[src/verilog/ecc_sram_pkg.sv]
// ECC scratchpad memory shared definitions
// Widths, bank depth, the Hsiao (39,32) check matrix and the
// request/response structs of the data bus and the SRAM bank port
package ecc_sram_pkg;

  localparam int unsigned DataWidth     = 32;
  localparam int unsigned CodeWidth     = 39;
  localparam int unsigned CheckWidth    = CodeWidth - DataWidth;
  localparam int unsigned BeWidth       = DataWidth / 8;
  localparam int unsigned BankWords     = 256;
  localparam int unsigned BankAddrWidth = 8;

  // H-matrix data columns are the first 32 weight-3 vectors in order
  // Check bit j owns the unit column 1 << j
  localparam logic [DataWidth-1:0][CheckWidth-1:0] SecdedCols = {
    7'd98, 7'd97, 7'd88, 7'd84, 7'd82, 7'd81, 7'd76, 7'd74,
    7'd73, 7'd70, 7'd69, 7'd67, 7'd56, 7'd52, 7'd50, 7'd49,
    7'd44, 7'd42, 7'd41, 7'd38, 7'd37, 7'd35, 7'd28, 7'd26,
    7'd25, 7'd22, 7'd21, 7'd19, 7'd14, 7'd13, 7'd11, 7'd7
  };

  // Bus request from the master
  typedef struct packed {
    logic                 req;
    logic                 we;    // 1 means store
    logic [31:0]          addr;  // Byte address
    logic [DataWidth-1:0] wdata;
    logic [BeWidth-1:0]   be;
  } tcdm_req_t;

  // Bus response to the master
  typedef struct packed {
    logic                 gnt;
    logic [DataWidth-1:0] rdata;
    logic                 single_err; // Corrected on the way out
    logic                 multi_err;
  } tcdm_rsp_t;

  // Codeword access to the bank
  typedef struct packed {
    logic                     req;
    logic                     we;
    logic [BankAddrWidth-1:0] addr;
    logic [CodeWidth-1:0]     wdata;
  } bank_req_t;

endpackage

[src/verilog/secded_39_32_enc.sv]
// Hsiao SECDED (39,32) encoder
// Data passes through in the low 32 bits; each of the 7 check bits is
// the parity of the data bits whose matrix column has that bit set
`timescale 1ns/1ps

module secded_39_32_enc (
  input  logic [ecc_sram_pkg::DataWidth-1:0] data_i,
  output logic [ecc_sram_pkg::CodeWidth-1:0] code_o
);

  import ecc_sram_pkg::*;

  logic [CheckWidth-1:0] check;

  // Accumulate the column of every set data bit
  always_comb begin : proc_check
    check = '0;
    for (int i = 0; i < DataWidth; i++) begin
      check = check ^ ({CheckWidth{data_i[i]}} & SecdedCols[i]);
    end
  end

  assign code_o = {check, data_i};

endmodule

[config.mk]
export PLATFORM = sky130hd
export DESIGN_NAME = secded_39_32_enc
export DESIGN_NICKNAME = d
export VERILOG_FILES = /design/src/verilog/ecc_sram_pkg.sv /design/src/verilog/secded_39_32_enc.sv
export SDC_FILE = /design/constraint.sdc
export NUM_CORES = 1
export LEC_CHECK = 0
export BUFFER_PORTS_ARGS = -buffer_cell sky130_fd_sc_hd__buf_2
export CAP_MARGIN = 10
export CORE_MARGIN = 2
export CORE_UTILIZATION = 46
export DETAILED_ROUTE_END_ITERATION = 6
export PLACE_DENSITY = 0.91
export SLEW_MARGIN = 20
export SYNTH_ARGS = -nofsm -noshare
export SYNTH_HDL_FRONTEND = slang
export SYNTH_SLANG_ARGS = --single-unit
[constraint.sdc]
create_clock -name vclk -period 2.4
set_input_delay 0.48 -clock vclk [all_inputs]
set_output_delay 0.48 -clock vclk [all_outputs]
set_load 0.03 [all_outputs]
# [Word-level counts from Yosys, hierarchy flattened]
# Cells that the tools add are included.
[totals] reg_bits=0 output_inout_bits=39 in_bits=32 wordCells=31
[classes] bitwise_logic=31
[ops] operator="XOR 7 bit" n=12
[ops] operator="XOR 7 x 6 -> 7 bit" n=5
[ops] operator="XOR 5 bit" n=5
[ops] operator="XOR 6 bit" n=4
[ops] operator="XOR 4 bit" n=2
[ops] operator="XOR 5 x 6 -> 6 bit" n=1
[ops] operator="XOR 4 x 5 -> 5 bit" n=1
[ops] operator="XOR 3 x 4 -> 4 bit" n=1

# [Longest topological paths before layout]
[logic_depth] word_depth=31 ltp_mapped=3 mapped_depth_nobuf=3

# [Least setup slack after synthesis]
# Ideal clock, no wire load.
[synth_path] path_type="input -> output" from="input data_i[21] (netlist bit)" to="output code_o[38] (netlist bit)" t_required_ns=1.920 path_buffers=0 t_arrival_ns=1.790 slack_ns=0.130 path_stages=3 cell_sequence="xnor3_1 xnor3_1 xnor2_1"
[synth_between] elab_chain_len=11
[synth_rtl] element="start: declaration" line_no="secded_39_32_enc.sv:7" rtl="input logic [ecc_sram_pkg::DataWidth-1:0] data_i,"
[synth_rtl] element="XOR 7 bit (11 in a row)" line_no="secded_39_32_enc.sv:19" rtl="check = check ^ ({CheckWidth{data_i[i]}} & SecdedCols[i]);"
[synth_rtl] element="end: declaration" line_no="secded_39_32_enc.sv:8" rtl="output logic [ecc_sram_pkg::CodeWidth-1:0] code_o"
# No other way between the ends.

# [Worst setup path in the final report]
# Same ends and word-level chain as after synthesis.

==> flow_metrics.py <==
metrics = {
    "detailed_routing": {
        "drtAntennaViolNets": 0,
        "num_vias": 667,
        "drt_iter0_drc": 5,
        "drc": 0,
        "drtPass1Iterations": 3,
        "routed_via_density": 4.39,
        "drt-wirelength-per-cell_microns": 13.2,
        "routed_wl_microns": 2010,
    },
    "finish": {
        "layout-drive-gt1-share_pct": 59.2,
        "seq_cell_count": 0,
        "utilization_pct": 56.6,
        "stdcell_count": 152,
        "syn_to_final_growth_pct": 17.5,
        "nets": 159,
        "diodes": 0,
        "layout_common_cells": "buf_2, xnor2_1, xnor3_1, xor2_1",
        "mostFrequentLayoutCell": "buf_2",
        "clockBufferCount": 0,
        "final-seq-area_sq_um": 0,
    },
    "job": {
        "max_cap_violations": 0,
    },
    "timing": {
        "layout_setup_ws_ns": 0.109,
        "worst_slew_margin_rel_pct": 74.8,
        "drv_slew": 0,
        "fin_crit_ns": 2.29,
        "setup_viol_count_final": 0,
        "hold_viol_final": 0,
        "grt_setup_unrepaired": "false",
        "fin_crit_sh_pct": 95.5,
        "max_freq_ghz": 0.436,
        "fin_tns_setup_ns": 0,
        "worst_slew_pin_slew_ns": 0.375,
    },
    "placed_design": {
        "gp_congestion": 0.760,
        "dp_cells": 152,
        "hpwl_microns": 1830,
        "port_buffers": 71,
        "dp_worst_setup_slack_ns": 0.0328,
    },
    "outcome": {
        "status": "complete, no violations",
    },
    "critical_path": {
        "critical-path-max-stage-delay_ns": 0.42,
        "cp.required_ns": 1.92,
        "path_delay_family": "XOR/XNOR gates",
        "crit_slowest_cell": "xnor3_1",
        "start_kind": "input port",
        "arrival_ns": 1.81,
        "critPathKind": "in2out",
        "critPathMaxFanout": 3,
        "crit_chain": "buf_2 -> xnor3_1 -> xnor3_1 -> xnor2_1 -> buf_2",
        "end_kind": "primary output",
        "crit_buf_inv": 2,
    },
    "power_and_ir_drop": {
        "leakagePower_nw": 0.630,
        "power_density_nw_per_um2": 657,
        "vdd_drop_max_mv": 0.693,
    },
    "die": {
        "chipHeight_microns": 49.1,
        "io_pins": 71,
        "start_util_pct": 48.1,
        "fp-row-count": 16,
        "coreArea_sq_um": 1940,
        "die_area_sq_um": 2410,
        "die_width_microns": 49.1,
    },
    "worst_hold_path": {
        "min_path_type": "in2out",
    },
    "yosys": {
        "postSynthAreaPerCell_sq_um": 11.0,
        "yosysUniqueCellTypes": 6,
        "syn_area_sq_um": 935,
        "yosys_warnings": 0,
        "synthCells": 85,
        "yosysSeqAreaShare_pct": 0,
        "syn_nets": 117,
    },
    "global_route": {
        "grt_util_met3_pct": 0.920,
        "track_usage_pct": 16.8,
        "grt_max_degree": 5,
        "use_met1_pct": 18.9,
        "antenna_found_initial": 0,
        "grt.met2_usage_pct": 34.7,
        "grt_overflow": 0,
        "grt_pass1_wl_microns": 3170,
        "grt-busiest-layer": "met2",
        "first_global_vias": 670,
    },
    "clock_tree": {
        "postCtsHoldBufs": 0,
        "ctsResizeCount": 0,
        "cts_setup_buffers": 0,
    },
}
## cell type report
cell class | count | area [sq um]
Fill cell | 185 | 843
Multi-Input combinational cell | 53 | 702
Timing Repair Buffer | 72 | 363
Tap cell | 27 | 33.8
## metrics by stage
step / hold slack (ns) / power (mW) / instance area [sq um]
final: 1.25 / 0.722 / 1100
after global routing: 1.26 / 0.762 / 1100
after floorplan: 1.09 / 0.582 / 935
after detailed placement: 1.25 / 0.721 / 1090
after global placement: 1.24 / 0.705 / 1090
after CTS: 1.25 / 0.723 / 1090
## where the power goes
part	leakage [nW]	switching [mW]	internal, mW
Sequential	0	0	0
Combinational	0.630	0.397	0.325
Clock	0	0	0
Total	0.630	0.397	0.325
## cell families after synthesis
family    after synthesis  synth area share [%]
xor+xnor               53                  74.3
buf+inv                32                  25.7
## layer usage
metal  up-vias  wire [microns]
met5         -               0
li1        323               -
met3         4             128
met2        42            1080
met1       298             773
met4         0              34
## Yosys cell counts (all sizes together)
cell type  number  area share, %
buf            32             26
xor2            4            3.7
xnor3          14             34
xnor2          33             32
xor3            2            5.1
## worst paths after layout
kind / endpoint / cells past startpoint / from / slack [ns]
worst max-delay path: code_o[38] / 5 / data_i[21] / 0.11
worst min-delay path: code_o[15] / 2 / data_i[15] / 1.25
Power figures use the tool's default switching activity.
