===== config.mk =====
export PLATFORM = sky130hd
export DESIGN_NAME = secded_39_32_dec
export DESIGN_NICKNAME = d
export VERILOG_FILES = /design/src/verilog/ecc_sram_pkg.sv /design/src/verilog/secded_39_32_dec.sv
export SDC_FILE = /design/constraint.sdc
export NUM_CORES = 1
export LEC_CHECK = 0
export ABC_AREA = 1
export BUFFER_PORTS_ARGS = -buffer_cell sky130_fd_sc_hd__buf_2
export CORE_ASPECT_RATIO = 1.5
export CORE_UTILIZATION = 53
export DETAILED_ROUTE_END_ITERATION = 6
export GPL_ROUTABILITY_DRIVEN = 0
export PLACE_DENSITY_LB_ADDON = 0.08
export SLEW_MARGIN = 20
export SYNTH_ARGS = -nofsm -noshare
export SYNTH_HDL_FRONTEND = slang
export SYNTH_SLANG_ARGS = --single-unit

===== constraint.sdc =====
create_clock -name vclk -period 3.1
set_input_delay 0.465 -clock vclk [all_inputs]
set_output_delay 0.465 -clock vclk [all_outputs]
set_load 0.02 [all_outputs]

===== src/verilog/ecc_sram_pkg.sv =====
// ECC scratchpad memory shared definitions
// Widths, bank depth, the Hsiao (39,32) check matrix and the
// request/response structs of the data bus and the SRAM bank port
package ecc_sram_pkg;

  localparam int unsigned DataWidth     = 32;
  localparam int unsigned CodeWidth     = 39;
  localparam int unsigned CheckWidth    = CodeWidth - DataWidth;
  localparam int unsigned BeWidth       = DataWidth / 8;
  localparam int unsigned BankWords     = 256;
  localparam int unsigned BankAddrWidth = 8;

  // H-matrix data columns are the first 32 weight-3 vectors in order
  // Check bit j owns the unit column 1 << j
  localparam logic [DataWidth-1:0][CheckWidth-1:0] SecdedCols = {
    7'd98, 7'd97, 7'd88, 7'd84, 7'd82, 7'd81, 7'd76, 7'd74,
    7'd73, 7'd70, 7'd69, 7'd67, 7'd56, 7'd52, 7'd50, 7'd49,
    7'd44, 7'd42, 7'd41, 7'd38, 7'd37, 7'd35, 7'd28, 7'd26,
    7'd25, 7'd22, 7'd21, 7'd19, 7'd14, 7'd13, 7'd11, 7'd7
  };

  // Bus request from the master
  typedef struct packed {
    logic                 req;
    logic                 we;    // 1 means store
    logic [31:0]          addr;  // Byte address
    logic [DataWidth-1:0] wdata;
    logic [BeWidth-1:0]   be;
  } tcdm_req_t;

  // Bus response to the master
  typedef struct packed {
    logic                 gnt;
    logic [DataWidth-1:0] rdata;
    logic                 single_err; // Corrected on the way out
    logic                 multi_err;
  } tcdm_rsp_t;

  // Codeword access to the bank
  typedef struct packed {
    logic                     req;
    logic                     we;
    logic [BankAddrWidth-1:0] addr;
    logic [CodeWidth-1:0]     wdata;
  } bank_req_t;

endpackage


===== src/verilog/secded_39_32_dec.sv =====
// Hsiao SECDED (39,32) decoder
// Recomputes the check bits over the received data and compares them with
// the stored ones. An odd syndrome is a single error and is corrected when
// it points at a data bit; a nonzero even syndrome is a double error.
`timescale 1ns/1ps

module secded_39_32_dec (
  input  logic [ecc_sram_pkg::CodeWidth-1:0]                         code_i,
  output logic [ecc_sram_pkg::DataWidth-1:0]                         data_o,
  output logic [ecc_sram_pkg::CodeWidth-ecc_sram_pkg::DataWidth-1:0] syndrome_o,
  output logic                                                       single_err_o,
  output logic                                                       multi_err_o
);

  import ecc_sram_pkg::*;

  logic [CheckWidth-1:0] syndrome;
  logic                  odd_weight;

  // Stored check bits xor recomputed ones
  always_comb begin : proc_syndrome
    syndrome = code_i[CodeWidth-1:DataWidth];
    for (int i = 0; i < DataWidth; i++) begin
      syndrome = syndrome ^ ({CheckWidth{code_i[i]}} & SecdedCols[i]);
    end
  end

  // Flip the one data bit whose column matches
  always_comb begin : proc_correct
    for (int i = 0; i < DataWidth; i++) begin
      data_o[i] = code_i[i] ^ (syndrome == SecdedCols[i]);
    end
  end

  assign odd_weight   = ^syndrome;
  assign syndrome_o   = syndrome;
  assign single_err_o = odd_weight;                 // Check-bit hits land here too
  assign multi_err_o  = (|syndrome) & ~odd_weight;

endmodule


# Word-level counts from Yosys, hierarchy flattened
# Index checks and enable logic that the tools add are counted.
[word_totals]
output_inout_bits = 41
elab_cells = 100
input_bits = 39
register_bits = 0
[op_classes]
n_eq_ne = 32
bitwise_logic = 66
reduce_logical = 2
[ops]
columns = ["cell", "n"]
rows = [
  ["7-bit equality test, second input constant", 12],
  ["7-bit bitwise XOR", 12],
  ["7-bit by 6-bit equality test with 1-bit output, second input constant", 10],
  ["7-bit by 6-bit bitwise XOR with 7-bit output", 10],
  ["7-bit by 5-bit equality test with 1-bit output, second input constant", 6],
  ["7-bit by 5-bit bitwise XOR with 7-bit output", 6],
  ["1-bit bitwise XOR", 32],
  ["7-bit by 4-bit equality test with 1-bit output, second input constant", 3],
  ["7-bit by 4-bit bitwise XOR with 7-bit output", 3],
  ["7-bit by 3-bit equality test with 1-bit output, second input constant", 1],
  ["7-bit OR reduction", 1],
  ["7-bit XOR reduction", 1],
  ["7-bit by 3-bit bitwise XOR with 7-bit output", 1],
  ["1-bit AND", 1],
  ["1-bit inverter", 1],
]

# Depth between registers and ports, before layout
# Gate-level depths: netlist (run 1).
[logic_depth]
word_depth = 35
mapped_depth = 18
mapped_depth_nobuf = 18

# Least setup slack after synthesis (run 1)
# Ideal clock, no wire load.
[synth_timing]
path_kind = "input to output"
startpoint = "in code_i[1] (netlist name)"
endpoint = "out multi_err_o"
setup_slack_ns = -0.144
t_arrival_ns = 2.779
path_stages = 13
t_required_ns = 2.635
path_buffers = 1
path_cell_list = "clkbuf_1 -> xor2_1 -> xnor2_1 -> xor2_1 -> xor2_1 -> xnor2_1 -> inv_1 -> ha_1 -> xnor2_1 -> inv_1 -> nand2_1 -> nand2_2 -> nor2_1"
[synth_between]
elab_chain_cells = 34
word_cells_on_any_way = 35
classes_between = "33 x bitwise; 2 x reduce/logical"
[synth_rtl]
columns = ["item", "line_no", "source"]
rows = [
  ["start: declaration", "secded_39_32_dec.sv:8", "input logic [ecc_sram_pkg::CodeWidth-1:0] code_i,"],
  ["7-bit by 4-bit bitwise XOR with 7-bit output (3 in series)", "secded_39_32_dec.sv:24", "syndrome = syndrome ^ ({CheckWidth{code_i[i]}} & SecdedCols[i]);"],
  ["7-bit by 5-bit bitwise XOR with 7-bit output (6 in series)", "secded_39_32_dec.sv:24", ""],
  ["7-bit by 6-bit bitwise XOR with 7-bit output (10 in series)", "secded_39_32_dec.sv:24", ""],
  ["7-bit bitwise XOR (12 in series)", "secded_39_32_dec.sv:24", ""],
  ["net syndrome_o (one bit)", "secded_39_32_dec.sv:10", "output logic [ecc_sram_pkg::CodeWidth-ecc_sram_pkg::DataWidth-1:0] syndrome_o,"],
  ["7-bit XOR reduction", "secded_39_32_dec.sv:35", "assign odd_weight = ^syndrome;"],
  ["net single_err_o", "secded_39_32_dec.sv:11", "output logic single_err_o,"],
  ["1-bit inverter", "secded_39_32_dec.sv:38", "assign multi_err_o = (|syndrome) & ~odd_weight;"],
  ["1-bit AND", "secded_39_32_dec.sv:38", ""],
  ["end: declaration", "secded_39_32_dec.sv:12", "output logic multi_err_o"],
]
# The timed path passes the listed nets, and every way through them passes these cells.

# Worst setup path in the final report (run 1)
[layout_timing]
startpoint = "in code_i[5] (netlist name)"
endpoint = "out data_o[13] (netlist name)"
[layout_between]
elab_chain_cells = 29
[layout_rtl]
columns = ["item", "line_no", "source"]
rows = [
  ["7-bit by 5-bit bitwise XOR with 7-bit output (5 in series)", "secded_39_32_dec.sv:24", ""],
  ["7-bit by 6-bit bitwise XOR with 7-bit output (10 in series)", "secded_39_32_dec.sv:24", ""],
  ["7-bit bitwise XOR (12 in series)", "secded_39_32_dec.sv:24", ""],
  ["7-bit by 6-bit equality test with 1-bit output", "secded_39_32_dec.sv:31", "data_o[i] = code_i[i] ^ (syndrome == SecdedCols[i]);"],
  ["1-bit bitwise XOR", "secded_39_32_dec.sv:31", ""],
  ["end: declaration", "secded_39_32_dec.sv:9", "output logic [ecc_sram_pkg::DataWidth-1:0] data_o,"],
]
# No other way between the ends.

==> parameters.txt, run 1 <==
Parameter                              Value

Hold path
  Hold/Removal Path Class ... in2out

Synth
  Number of nets produced by synthesis ... 404
  Mean Syn Cell Area ... 6.08 µm²
  Fraction of post-synthesis cell area in the top cell type by area ... between 20% and 30%
  Yosys synthesis warning count ... 0
  Number of distinct standard cells referenced by the synthesized netlist ... 24
  Post-synth top area cell ... sky130_fd_sc_hd__nand2_1
  Cell types occupying the most area after synthesis ... sky130_fd_sc_hd__nand2_1 (20%), sky130_fd_sc_hd__xnor2_1 (20%), sky130_fd_sc_hd__xor2_1 (19%)
  Cell area after synthesis ... about 2200 µm²
  Portion of the post-synthesis area used by sequential elements ... 0%
  Synthesized instance count ... 356

Placed design
  Placed cell areas ... 2560 µm²
  Buffers on Ports ... 80
  Final HPWL from detailed placement ... 5060 µm
  Number of placed instances, taps included ... 473

Worst setup path
  Category of the critical setup timing path ... in2out
  Data required time of the worst path ... approximately 2.6 ns
  Highest cell delay on the worst timing path ... 0.29 ns
  Critical path fanouts, max ... 5
  Setup crit end kind ... output port
  Critical-path top delay cell ... sky130_fd_sc_hd__xnor2_1
  Data arrival, critical path ... 2.54 ns
  Ordered list of cells on the worst path ... buf_2 -> buf_4 -> xnor2_1 -> xor2_1 -> xnor2_1 -> xor2_2 -> ha_2 -> nand2_1 -> inv_1 -> nand2_1 -> xor2_1 -> buf_4
  Category of the worst setup path launch point ... input port

Finish
  Layout Cell Area excl Fill ... 2620 µm²
  Share of post-route cells with drive strength above 1 ... 31.9%
  Number of antenna diodes ... 0
  Filler-free cell count of the finished design ... 474
  Area delta synth->final ... 20.9%
  Post-route core utilization ... 66.7%
  Post-layout net count ... 479
  Number of flip-flops and latches ... 0
  Clock buffers ... 0
  Area taken by flip-flops and latches ... 0 µm²
  Number of inserted filler cells in the final layout ... 405

Timing
  Relative max-transition margin ... 77.8%
  Worst-margin pin slew ... 0.330 ns
  Setup TNS ... 0 ns
  Max Clock Freq ... about 330 MHz
  Crit share post-route ... 97.0%
  Setup-violating endpoint count in the final report ... 0
  Number of failing hold endpoints at the final stage ... 0
  Final slew viol count ... 0
  Post-layout min period ... 3.01 ns

Power and ir drop
  Largest vdd supply drop ... 0.975 mV
  Lkg Pwr ... 1.50 nW
  P per Cell Area ... 621 nW/µm²
  Overall Power ... 0.00162 W

Global route
  Wire length of the first global-routing pass ... 8840 µm
  Maximum number of pins on one net before global-route repair ... 9
  Gr usage total ... between 20% and 30%
  Initial antenna violation count ... 0
  GRT overflow ... 0
  Vias in the first global route ... a little over 2000

Floorplanning
  Number of top-level pins ... 80
  Effective utilization at floorplan ... between 50% and 60%
  Die span in y ... 80.3 µm
  Area of the core ... roughly 4000 µm²
  Die Span X ... 54.2 µm
  Number of core rows ... 28
  Area enclosed by the die boundary ... 4350 µm²

Flow run
  Max-cap violations ... 0

Drt
  Wire per inst ... 12.1 µm
  DRC violation count after routing ... 1
  Mean number of vias per cell ... 4.76
  Routed Wire Length ... approximately 5700 µm
  Overall via count from detail_route ... ~2300
  First-pass detailed-route iteration total ... 6
  First-iteration detailed-routing DRC count ... 39
  Number of nets with antenna violations after detailed routing ... 0

Run status
  Outcome ... complete, but fails checks
  Violations in the final reports ... design-rule violations

Clock network
  CTS Hold Buffers Added ... 0
==> Yosys cell counts <==
master and n:
sky130_fd_sc_hd__nand3_1 15, sky130_fd_sc_hd__nand2_4 4, sky130_fd_sc_hd__nand4_1 5, sky130_fd_sc_hd__clkbuf_1 1, sky130_fd_sc_hd__clkbuf_2 2, sky130_fd_sc_hd__inv_2 10
sky130_fd_sc_hd__buf_4 7, sky130_fd_sc_hd__buf_6 3, sky130_fd_sc_hd__xor2_1 47, sky130_fd_sc_hd__nor2_1 13, sky130_fd_sc_hd__nand2_2 8, sky130_fd_sc_hd__ha_1 9
sky130_fd_sc_hd__nand3b_2 1, sky130_fd_sc_hd__xnor2_1 49, sky130_fd_sc_hd__inv_6 1, sky130_fd_sc_hd__o21ai_1 1, sky130_fd_sc_hd__nor2_8 2, sky130_fd_sc_hd__nand2_1 117
sky130_fd_sc_hd__nor2_2 11, sky130_fd_sc_hd__nor2_4 2, sky130_fd_sc_hd__inv_1 44, sky130_fd_sc_hd__nand2_8 1, sky130_fd_sc_hd__nand3b_1 1, sky130_fd_sc_hd__nand3_4 2
==> routing by layer <==
metal / track usage, % / up-vias / share of wire (%)
met5: 0 / - / 0
met4: 3.59 / 0 / 1.3
met3: 2.08 / 6 / 4.3
met2: 53.0 / 62 / 55
met1: 30.9 / 1001 / 40
li1: - / 1189 / -
==> cell families after synthesis <==
logic type / count (synthesis) / share of synthesized area, %
xor gates and xnor gates: 96 / 38.8
AOI/OAI and AO/OA: 1 / 0.231
buffers and inverters: 68 / 14.4
and+or+nand+nor: 182 / 41.3
adders and majority gates: 9 / 5.20
==> critical path, delay by kind of cell <==
kind,cells,cell delay [ns]
xor gates and xnor gates,5,1.05
adders and majority gates,1,0.29
buffers and inverters,4,0.53
and+or+nand+nor,2,0.19
==> final cells by class <==
type | count | area, µm² | area share [%]
inverters | 55 | 211 | 8.08
multi-input cells | 288 | 1900 | 72.5
well taps | 45 | 56.3 | 2.15
repair buffers | 86 | 453 | 17.3
==> placed cells by master (no fill, tap or decap), types with 2 or more instances in the layout <==
cell type	instances
sky130_fd_sc_hd__nor2_4	2
sky130_fd_sc_hd__buf_2	77
sky130_fd_sc_hd__nand3_1	15
sky130_fd_sc_hd__nor2_8	2
sky130_fd_sc_hd__xor2_2	2
sky130_fd_sc_hd__nand2_4	4
sky130_fd_sc_hd__nand3_4	2
sky130_fd_sc_hd__xor2_1	45
sky130_fd_sc_hd__xnor2_1	48
sky130_fd_sc_hd__ha_1	6
sky130_fd_sc_hd__inv_2	12
sky130_fd_sc_hd__nor2_2	12
sky130_fd_sc_hd__nor2_1	12
sky130_fd_sc_hd__nand4_1	5
sky130_fd_sc_hd__ha_2	2
sky130_fd_sc_hd__buf_4	9
sky130_fd_sc_hd__inv_1	42
sky130_fd_sc_hd__nand2_1	117
sky130_fd_sc_hd__nand2_2	8
==> repair_timing <==
item / in CTS / in global routing
endpoints found under the setup margin: 0 / 23
gates resized for setup: 0 / 11
buffers inserted: 0 / 1
==> per-stage QoR <==
| step | setup WS, ns | hold slack (ns) |
|---|---|---|
| after floorplan | 0.00481 | 1.06 |
| after global placement | 0.0548 | 1.27 |
| after detailed placement | 0.00864 | 1.27 |
| after CTS | 0.000597 | 1.27 |
| after global routing | -0.0550 | 1.29 |
| final | 0.0918 | 1.27 |
==> power by group <==
part	internal [W]	switching [W]	leakage (nW)	total, W
combinational	0.000614	0.00101	1.50	0.00162
sequential	0	0	0	0
clock	0	0	0	0
==> final timing paths <==
path,startpoint,to,slack (ns),depth (start not counted)
setup / recovery,code_i[5],data_o[13],0.09,12
hold / removal,code_i[28],data_o[28],1.27,3
Note: power is estimated with default switching activity, not from simulation.
==> run 2, diff against run 1 <==
ABC_AREA = not set   (was 1)
CORE_UTILIZATION = 48   (was 53)
==> parameters.txt, run 2 <==
Parameter                              Value

Worst setup path
  Highest cell delay on the worst timing path ... 0.52 ns (+0.23 ns)
  Category of the worst setup path launch point ... input port
  Data arrival, critical path ... 2.78 ns (+0.24 ns)
  Critical path fanouts, max ... 9 (+4)
  Stages on the worst setup path ... 9 (-3)
  Ordered list of cells on the worst path ... buf_2 -> xnor2_1 -> xnor3_1 -> xor3_2 -> inv_2 -> nor3_4 -> nand3_1 -> xnor2_1 -> buf_4
  Setup crit start ... code_i[8]
  Delay-heaviest family, CP ... XOR/XNOR gates
  Category of the critical setup timing path ... in2out
  CP endpoint ... data_o[21]
  Worst path buffer plus inverter count ... 3 (-1)
  Data required time of the worst path ... 2.63 ns (about the same)
  Setup crit end kind ... output port
  Cell repeated most along the worst path ... sky130_fd_sc_hd__xnor2_1
  Critical-path top delay cell ... sky130_fd_sc_hd__xnor3_1

Global route
  Vias in the first global route ... 1514 (-25%)
  Gr usage total ... 28.6% (+1.3 points)
  Wire length of the first global-routing pass ... 6960 µm (-21%)
  GRT overflow ... 0 (unchanged)
  Initial antenna violation count ... 0 (unchanged)
  Maximum number of pins on one net before global-route repair ... 11 (+2)

Placed design
  Buffers on Ports ... 80 (unchanged)
  Placed cell areas ... 2180 µm² (-15%)
  Final HPWL from detailed placement ... 3800 µm (-25%)

Run status
  Violations in the final reports ... negative setup slack
  Outcome ... complete, but fails checks

Power and ir drop
  Combinational power share ... 100.0% (about the same)
  P per Cell Area ... 1160 nW/µm² (+87%)
  Net switching power of the design ... 0.00169 W (+67%)
  Largest vdd supply drop ... 1.78 mV (+83%)
  Fraction of power spent switching nets ... 53.1% (-9.1 points)
  Overall Power ... 0.00318 W (+96%)
  Lkg Pwr ... 1.25 nW (-17%)
  Sequential cell fraction of total power ... 0% (unchanged)
  Clock network fraction of total power ... 0% (unchanged)
  Int Pwr ... 0.00149 W (+140%)

Synth
  Synthesized instance count ... 169 (-53%)
  Most common cell in the netlist ... sky130_fd_sc_hd__xnor2_1
  Number of distinct standard cells referenced by the synthesized netlist ... 27 (+13%)
  Portion of the post-synthesis area used by sequential elements ... 0% (unchanged)
  Post-synth top area cell ... sky130_fd_sc_hd__xnor2_1
  Fraction of post-synthesis cell area in the top cell type by area ... 44.8% (+25 points)
  Cell area after synthesis ... 1510 µm² (-30%)
  Top post-synthesis cells by count ... sky130_fd_sc_hd__xnor2_1 (77), sky130_fd_sc_hd__nand3_1 (21), sky130_fd_sc_hd__xor2_1 (13)
  Mean Syn Cell Area ... 8.91 µm² (+46%)
  Cell types occupying the most area after synthesis ... sky130_fd_sc_hd__xnor2_1 (45%), sky130_fd_sc_hd__xnor3_1 (10%), sky130_fd_sc_hd__xor2_1 (7.6%)
  Number of nets produced by synthesis ... 217 (-46%)
  Yosys synthesis warning count ... 0 (unchanged)

Drt
  Routed wire length on met2 ... 3510 µm (+12%)
  Number of nets with antenna violations after detailed routing ... 0 (unchanged)
  DR top layer ... met4
  Routed Wire Length ... 6840 µm (+20%)
  First-iteration detailed-routing DRC count ... 94 (+140%)
  Mean number of vias per cell ... 5.77 (+21%)
  Routed met3 length ... 582 µm (+140%)
  DRC violation count after routing ... 0 (-1)
  Overall via count from detail_route ... 1858 (-18%)
  Wire per inst ... 21.2 µm (+76%)
  Met1 wire length ... 2190 µm (-3.5%)
  First-pass detailed-route iteration total ... 5 (-1)

Floorplanning
  Die Span X ... 47.7 µm (-12%)
  Area enclosed by the die boundary ... 3370 µm² (-23%)
  Number of top-level pins ... 80 (unchanged)
  Effective utilization at floorplan ... 51.1% (-4.0 points)
  Die span in y ... 70.6 µm (-12%)
  Number of core rows ... 24 (-14%)
  Area of the core ... 2940 µm² (-25%)

Hold path
  Hold/Removal Path Class ... in2out
  Cell count of the worst hold path ... 3 (unchanged)

Finish
  Most common cell after layout, fill and taps aside ... sky130_fd_sc_hd__buf_2
  Number of antenna diodes ... 0 (unchanged)
  Post-layout net count ... 333 (-30%)
  Share of post-route cells with drive strength above 1 ... 66.4% (+34 points)
  Number of flip-flops and latches ... 0 (unchanged)
  Area delta synth->final ... 81.6%
  Clock buffers ... 0 (unchanged)
  Top library cells by usage in the layout, fill and taps aside ... sky130_fd_sc_hd__buf_2 (58), sky130_fd_sc_hd__buf_4 (56), sky130_fd_sc_hd__xnor2_1 (52)
  Area taken by flip-flops and latches ... 0 µm² (unchanged)
  Layout Cell Area excl Fill ... 2730 µm² (+4.5%)
  Number of inserted filler cells in the final layout ... 110 (-73%)

Timing
  Relative max-transition margin ... 72.9% (-4.9 points)
  Final worst-path setup slack ... -0.146 ns (-0.237 ns)
  Worst-margin pin slew ... 0.403 ns (+0.0733 ns)
  Setup TNS ... -1.29 ns (-1.29 ns)
  Setup-violating endpoint count in the final report ... 21 (+21)
  Number of failing hold endpoints at the final stage ... 0 (unchanged)
  Setup repair after global routing missed its margin ... true
  Max Clock Freq ... 308 MHz (-7.3%)
  Crit share post-route ... 105% (+7.7 points)
  Post-layout min period ... 3.25 ns (+0.237 ns)
  Final slew viol count ... 0 (unchanged)

Clock network
  CTS Hold Buffers Added ... 0 (unchanged)

Flow run
  Max-cap violations ... 0 (unchanged)
[run 2: layout make-up]
| class | instances | area [µm²] | area share, % |
|---|---|---|---|
| repair buffers | 121 | 816 | 29.8 |
| inverters | 6 | 25.0 | 0.915 |
| well taps | 39 | 48.8 | 1.78 |
| multi-input cells | 156 | 1840 | 67.5 |
[run 2: kinds of logic (layout without fill, tap and decap cells)]
kind of cell             Yosys count  count (layout)  synth area share [%]
adder cells (fa/ha/maj)            9               9                  7.48
AO/OA/AOI/OAI                      3               3                  1.41
multiplexers                       1               1                 0.748
buffers and inverters             13             127                  4.16
AND/OR/NAND/NOR                   41              41                  16.0
XOR/XNOR                         102             102                  70.2
[run 2: power groups by stage]
stage,combinational (W),clock [W],sequential (W)
floorplan,0.00145,0,0
detailed placement,0.00225,0,0
global placement,0.00224,0,0
global route,0.00330,0,0
CTS,0.00243,0,0
finish,0.00318,0,0
[run 2: through the flow]
stage / hold WS (ns) / utilization, % / setup WS (ns) / std cells
4_1_cts: 1.27 / 76.6 / -0.000972 / 311
6_report: 1.25 / 92.9 / -0.146 / 322
3_5_place_dp: 1.27 / 74.1 / -0.0534 / 311
5_1_grt: 1.27 / 92.9 / -0.296 / 322
2_1_floorplan: 1.07 / - / 0.00788 / 169
3_3_place_gp: 1.27 / 74.1 / -0.0176 / 311
[run 2: worst min-delay path by stage]
stage                     from         end  slack (ns)
global placement     code_i[8]   data_o[8]        1.27
global route        code_i[16]  data_o[16]        1.27
CTS                 code_i[11]  data_o[11]        1.27
floorplan            code_i[0]   data_o[0]        1.07
finish              code_i[16]  data_o[16]        1.25
detailed placement   code_i[6]   data_o[6]        1.27
[run 2: layer usage]
layer / vias up / track usage (%)
met3: 55 / 1.28
met2: 161 / 51.1
met5: - / 0
li1: 783 / -
met1: 859 / 33.7
met4: 0 / 10.5
[run 2: repair_timing]
action | 4_1_cts | 5_1_grt
pin swaps | 14 | 35
hold endpoints to repair | 0 | 0
resized for setup | 15 | 79
endpoints found under the setup margin | 8 | 34
cloned | 0 | 0
setup buffers | 0 | 11
==> run 3, diff against run 2 <==
CORE_MARGIN = 10   (was not set)
SKIP_LAST_GASP = 1   (was not set)
==> parameters.txt, run 3 (synthesis gave the netlist of run 2 again) <==
Parameter                              Value

Run status
  Outcome ... complete, but fails checks
  Violations in the final reports ... negative setup slack

Floorplanning
  Area of the core ... 2970 µm² (+1.0%)
  Effective utilization at floorplan ... 50.6% (-0.52 points)
  Die Span X ... 65.7 µm (+38%)
  Number of top-level pins ... 80 (unchanged)
  Number of core rows ... 24 (unchanged)
  Area enclosed by the die boundary ... 5820 µm² (+73%)
  Die span in y ... 88.6 µm (+26%)

Global route
  Global-route met2 utilization ... 34.6% (-16 points)
  Maximum number of pins on one net before global-route repair ... 11 (unchanged)
  Initial antenna violation count ... 0 (unchanged)
  Met3 track demand over resource in global routing ... 4.43% (+3.2 points)
  Global-route layer with the greatest usage ... met2
  Wire length of the first global-routing pass ... 8350 µm (+20%)
  GRT overflow ... 0 (unchanged)
  Gr usage total ... 17.8% (-11 points)
  Met1 track demand over resource ... 18.6% (-15 points)
  Vias in the first global route ... 1736 (+15%)

Drt
  Wire per inst ... 20.3 µm (-4.2%)
  Overall via count from detail_route ... 1721 (-7.4%)
  First-pass detailed-route iteration total ... 4 (-1)
  Routed Wire Length ... 6570 µm (-3.9%)
  First-iteration detailed-routing DRC count ... 77 (-18%)
  DRC violation count after routing ... 0 (unchanged)
  Number of nets with antenna violations after detailed routing ... 0 (unchanged)
  Mean number of vias per cell ... 5.33 (-7.7%)

Worst setup path
  Setup crit start ... code_i[11]
  Setup crit end kind ... output port
  Critical-path top delay cell ... sky130_fd_sc_hd__xnor2_1
  Highest cell delay on the worst timing path ... 0.24 ns (-0.28 ns)
  Data required time of the worst path ... 2.63 ns (about the same)
  Critical path fanouts, max ... 7 (-2)
  Category of the critical setup timing path ... in2out
  Worst path buffer plus inverter count ... 5 (+2)
  Data arrival, critical path ... 2.73 ns (-0.05 ns)
  CP endpoint ... data_o[19]
  Stages on the worst setup path ... 14 (+5)
  Delay-heaviest family, CP ... XOR/XNOR gates
  Category of the worst setup path launch point ... input port
  Ordered list of cells on the worst path ... buf_12 -> xor2_4 -> xnor2_2 -> xnor2_1 -> xnor2_1 -> xor2_2 -> buf_4 -> inv_2 -> ha_2 -> buf_4 -> nand3_1 -> nand2b_1 -> xnor2_1 -> buf_4

Finish
  Top library cells by usage in the layout, fill and taps aside ... sky130_fd_sc_hd__xnor2_1 (58), sky130_fd_sc_hd__buf_2 (57), sky130_fd_sc_hd__buf_4 (54)
  Area delta synth->final ... 79.3%
  Number of antenna diodes ... 0 (unchanged)
  Post-route core utilization ... 90.8% (-2.1 points)
  Most common cell after layout, fill and taps aside ... sky130_fd_sc_hd__xnor2_1
  Number of inserted filler cells in the final layout ... 144 (+31%)
  Number of flip-flops and latches ... 0 (unchanged)
  Post-layout net count ... 334 (+0.30%)
  Area taken by flip-flops and latches ... 0 µm² (unchanged)
  Share of post-route cells with drive strength above 1 ... 63.4% (-3.1 points)
  Clock buffers ... 0 (unchanged)

Power and ir drop
  Net switching power of the design ... 0.00162 W (-4.1%)
  Clock network fraction of total power ... 0% (unchanged)
  Combinational power share ... 100.0% (about the same)
  P per Cell Area ... 1170 nW/µm² (+0.92%)
  Fraction of power spent switching nets ... 51.1% (-2.0 points)
  Lkg Pwr ... 1.22 nW (-2.0%)
  Sequential cell fraction of total power ... 0% (unchanged)
  Int Pwr ... 0.00155 W (+3.9%)
  Overall Power ... 0.00317 W (-0.37%)
  Largest vdd supply drop ... 2.21 mV (+24%)

Placed design
  Setup slack after placement ... -0.0789 ns (-0.0254 ns)
  Buffers on Ports ... 80 (unchanged)
  Final HPWL from detailed placement ... 4460 µm (+17%)

Flow run
  Max-cap violations ... 0 (unchanged)

Timing
  Post-Route Hold Slack ... 1.28 ns (+0.0275 ns)
  Worst-margin pin slew ... 0.364 ns (-0.0398 ns)
  Final slew viol count ... 0 (unchanged)
  Relative max-transition margin ... 75.7% (+2.8 points)
  Crit share post-route ... 103% (-1.7 points)
  Setup repair after global routing missed its margin ... true
  Number of failing hold endpoints at the final stage ... 0 (unchanged)
  Max Clock Freq ... 313 MHz (+1.7%)
  Setup-violating endpoint count in the final report ... 8 (-62%)
  Post-layout min period ... 3.19 ns (-0.0527 ns)
  Final worst-path setup slack ... -0.0928 ns (+0.0527 ns)

Hold path
  Hold/Removal Path Class ... in2out
run 3: changes by cell type in the layout (fill, tap and decap cells not counted), sizes merged:
cell | previous run | this run
clkbuf | 0 | 1
run 3: area by class of cell:
type,instances,area [µm²],share of cell area (%)
multi-input cells,156,1760,65.3
repair buffers,122,862,31.9
well taps,39,48.8,1.81
inverters,6,25.0,0.927
run 3: what timing repair did:
action,4_1_cts,5_1_grt
setup endpoints to repair,4,33
hold buffers,0,0
setup buffers,4,6
resized for setup,17,70
pin swaps,10,31
cloned,1,0
run 3: through the flow:
step / cells / TNS [ns] / cell area (µm²)
after global routing: 323 / -3.38 / 2700
final: 323 / -0.318 / 2700
after CTS: 317 / -0.0124 / 2330
after floorplan: 169 / 0 / 1520
after detailed placement: 313 / -0.0789 / 2200
after global placement: 313 / 0 / 2200
run 3: worst min-delay path by stage:
stage,start,to,depth (start not counted)
floorplan,code_i[0],data_o[0],1
global placement,code_i[11],data_o[11],3
detailed placement,code_i[28],data_o[28],3
CTS,code_i[2],data_o[2],3
global route,code_i[8],data_o[8],3
finish,code_i[7],data_o[7],3
run 3: tightest hold or removal path: stages:
cell and delay [ns]:
sky130_fd_sc_hd__buf_2 0.12, sky130_fd_sc_hd__xnor2_1 0.07, sky130_fd_sc_hd__buf_4 0.15
run 3: power groups by stage:
stage	sequential [W]	combinational, W	clock [W]
2_1_floorplan	0	0.00145	0
3_3_place_gp	0	0.00230	0
3_5_place_dp	0	0.00233	0
4_1_cts	0	0.00265	0
5_1_grt	0	0.00332	0
6_report	0	0.00317	0
run 3: metal layers:
metal	vias to the layer above	routed length (µm)
li1	786	-
met1	808	2300
met2	105	3370
met3	22	637
met4	0	256
met5	-	0
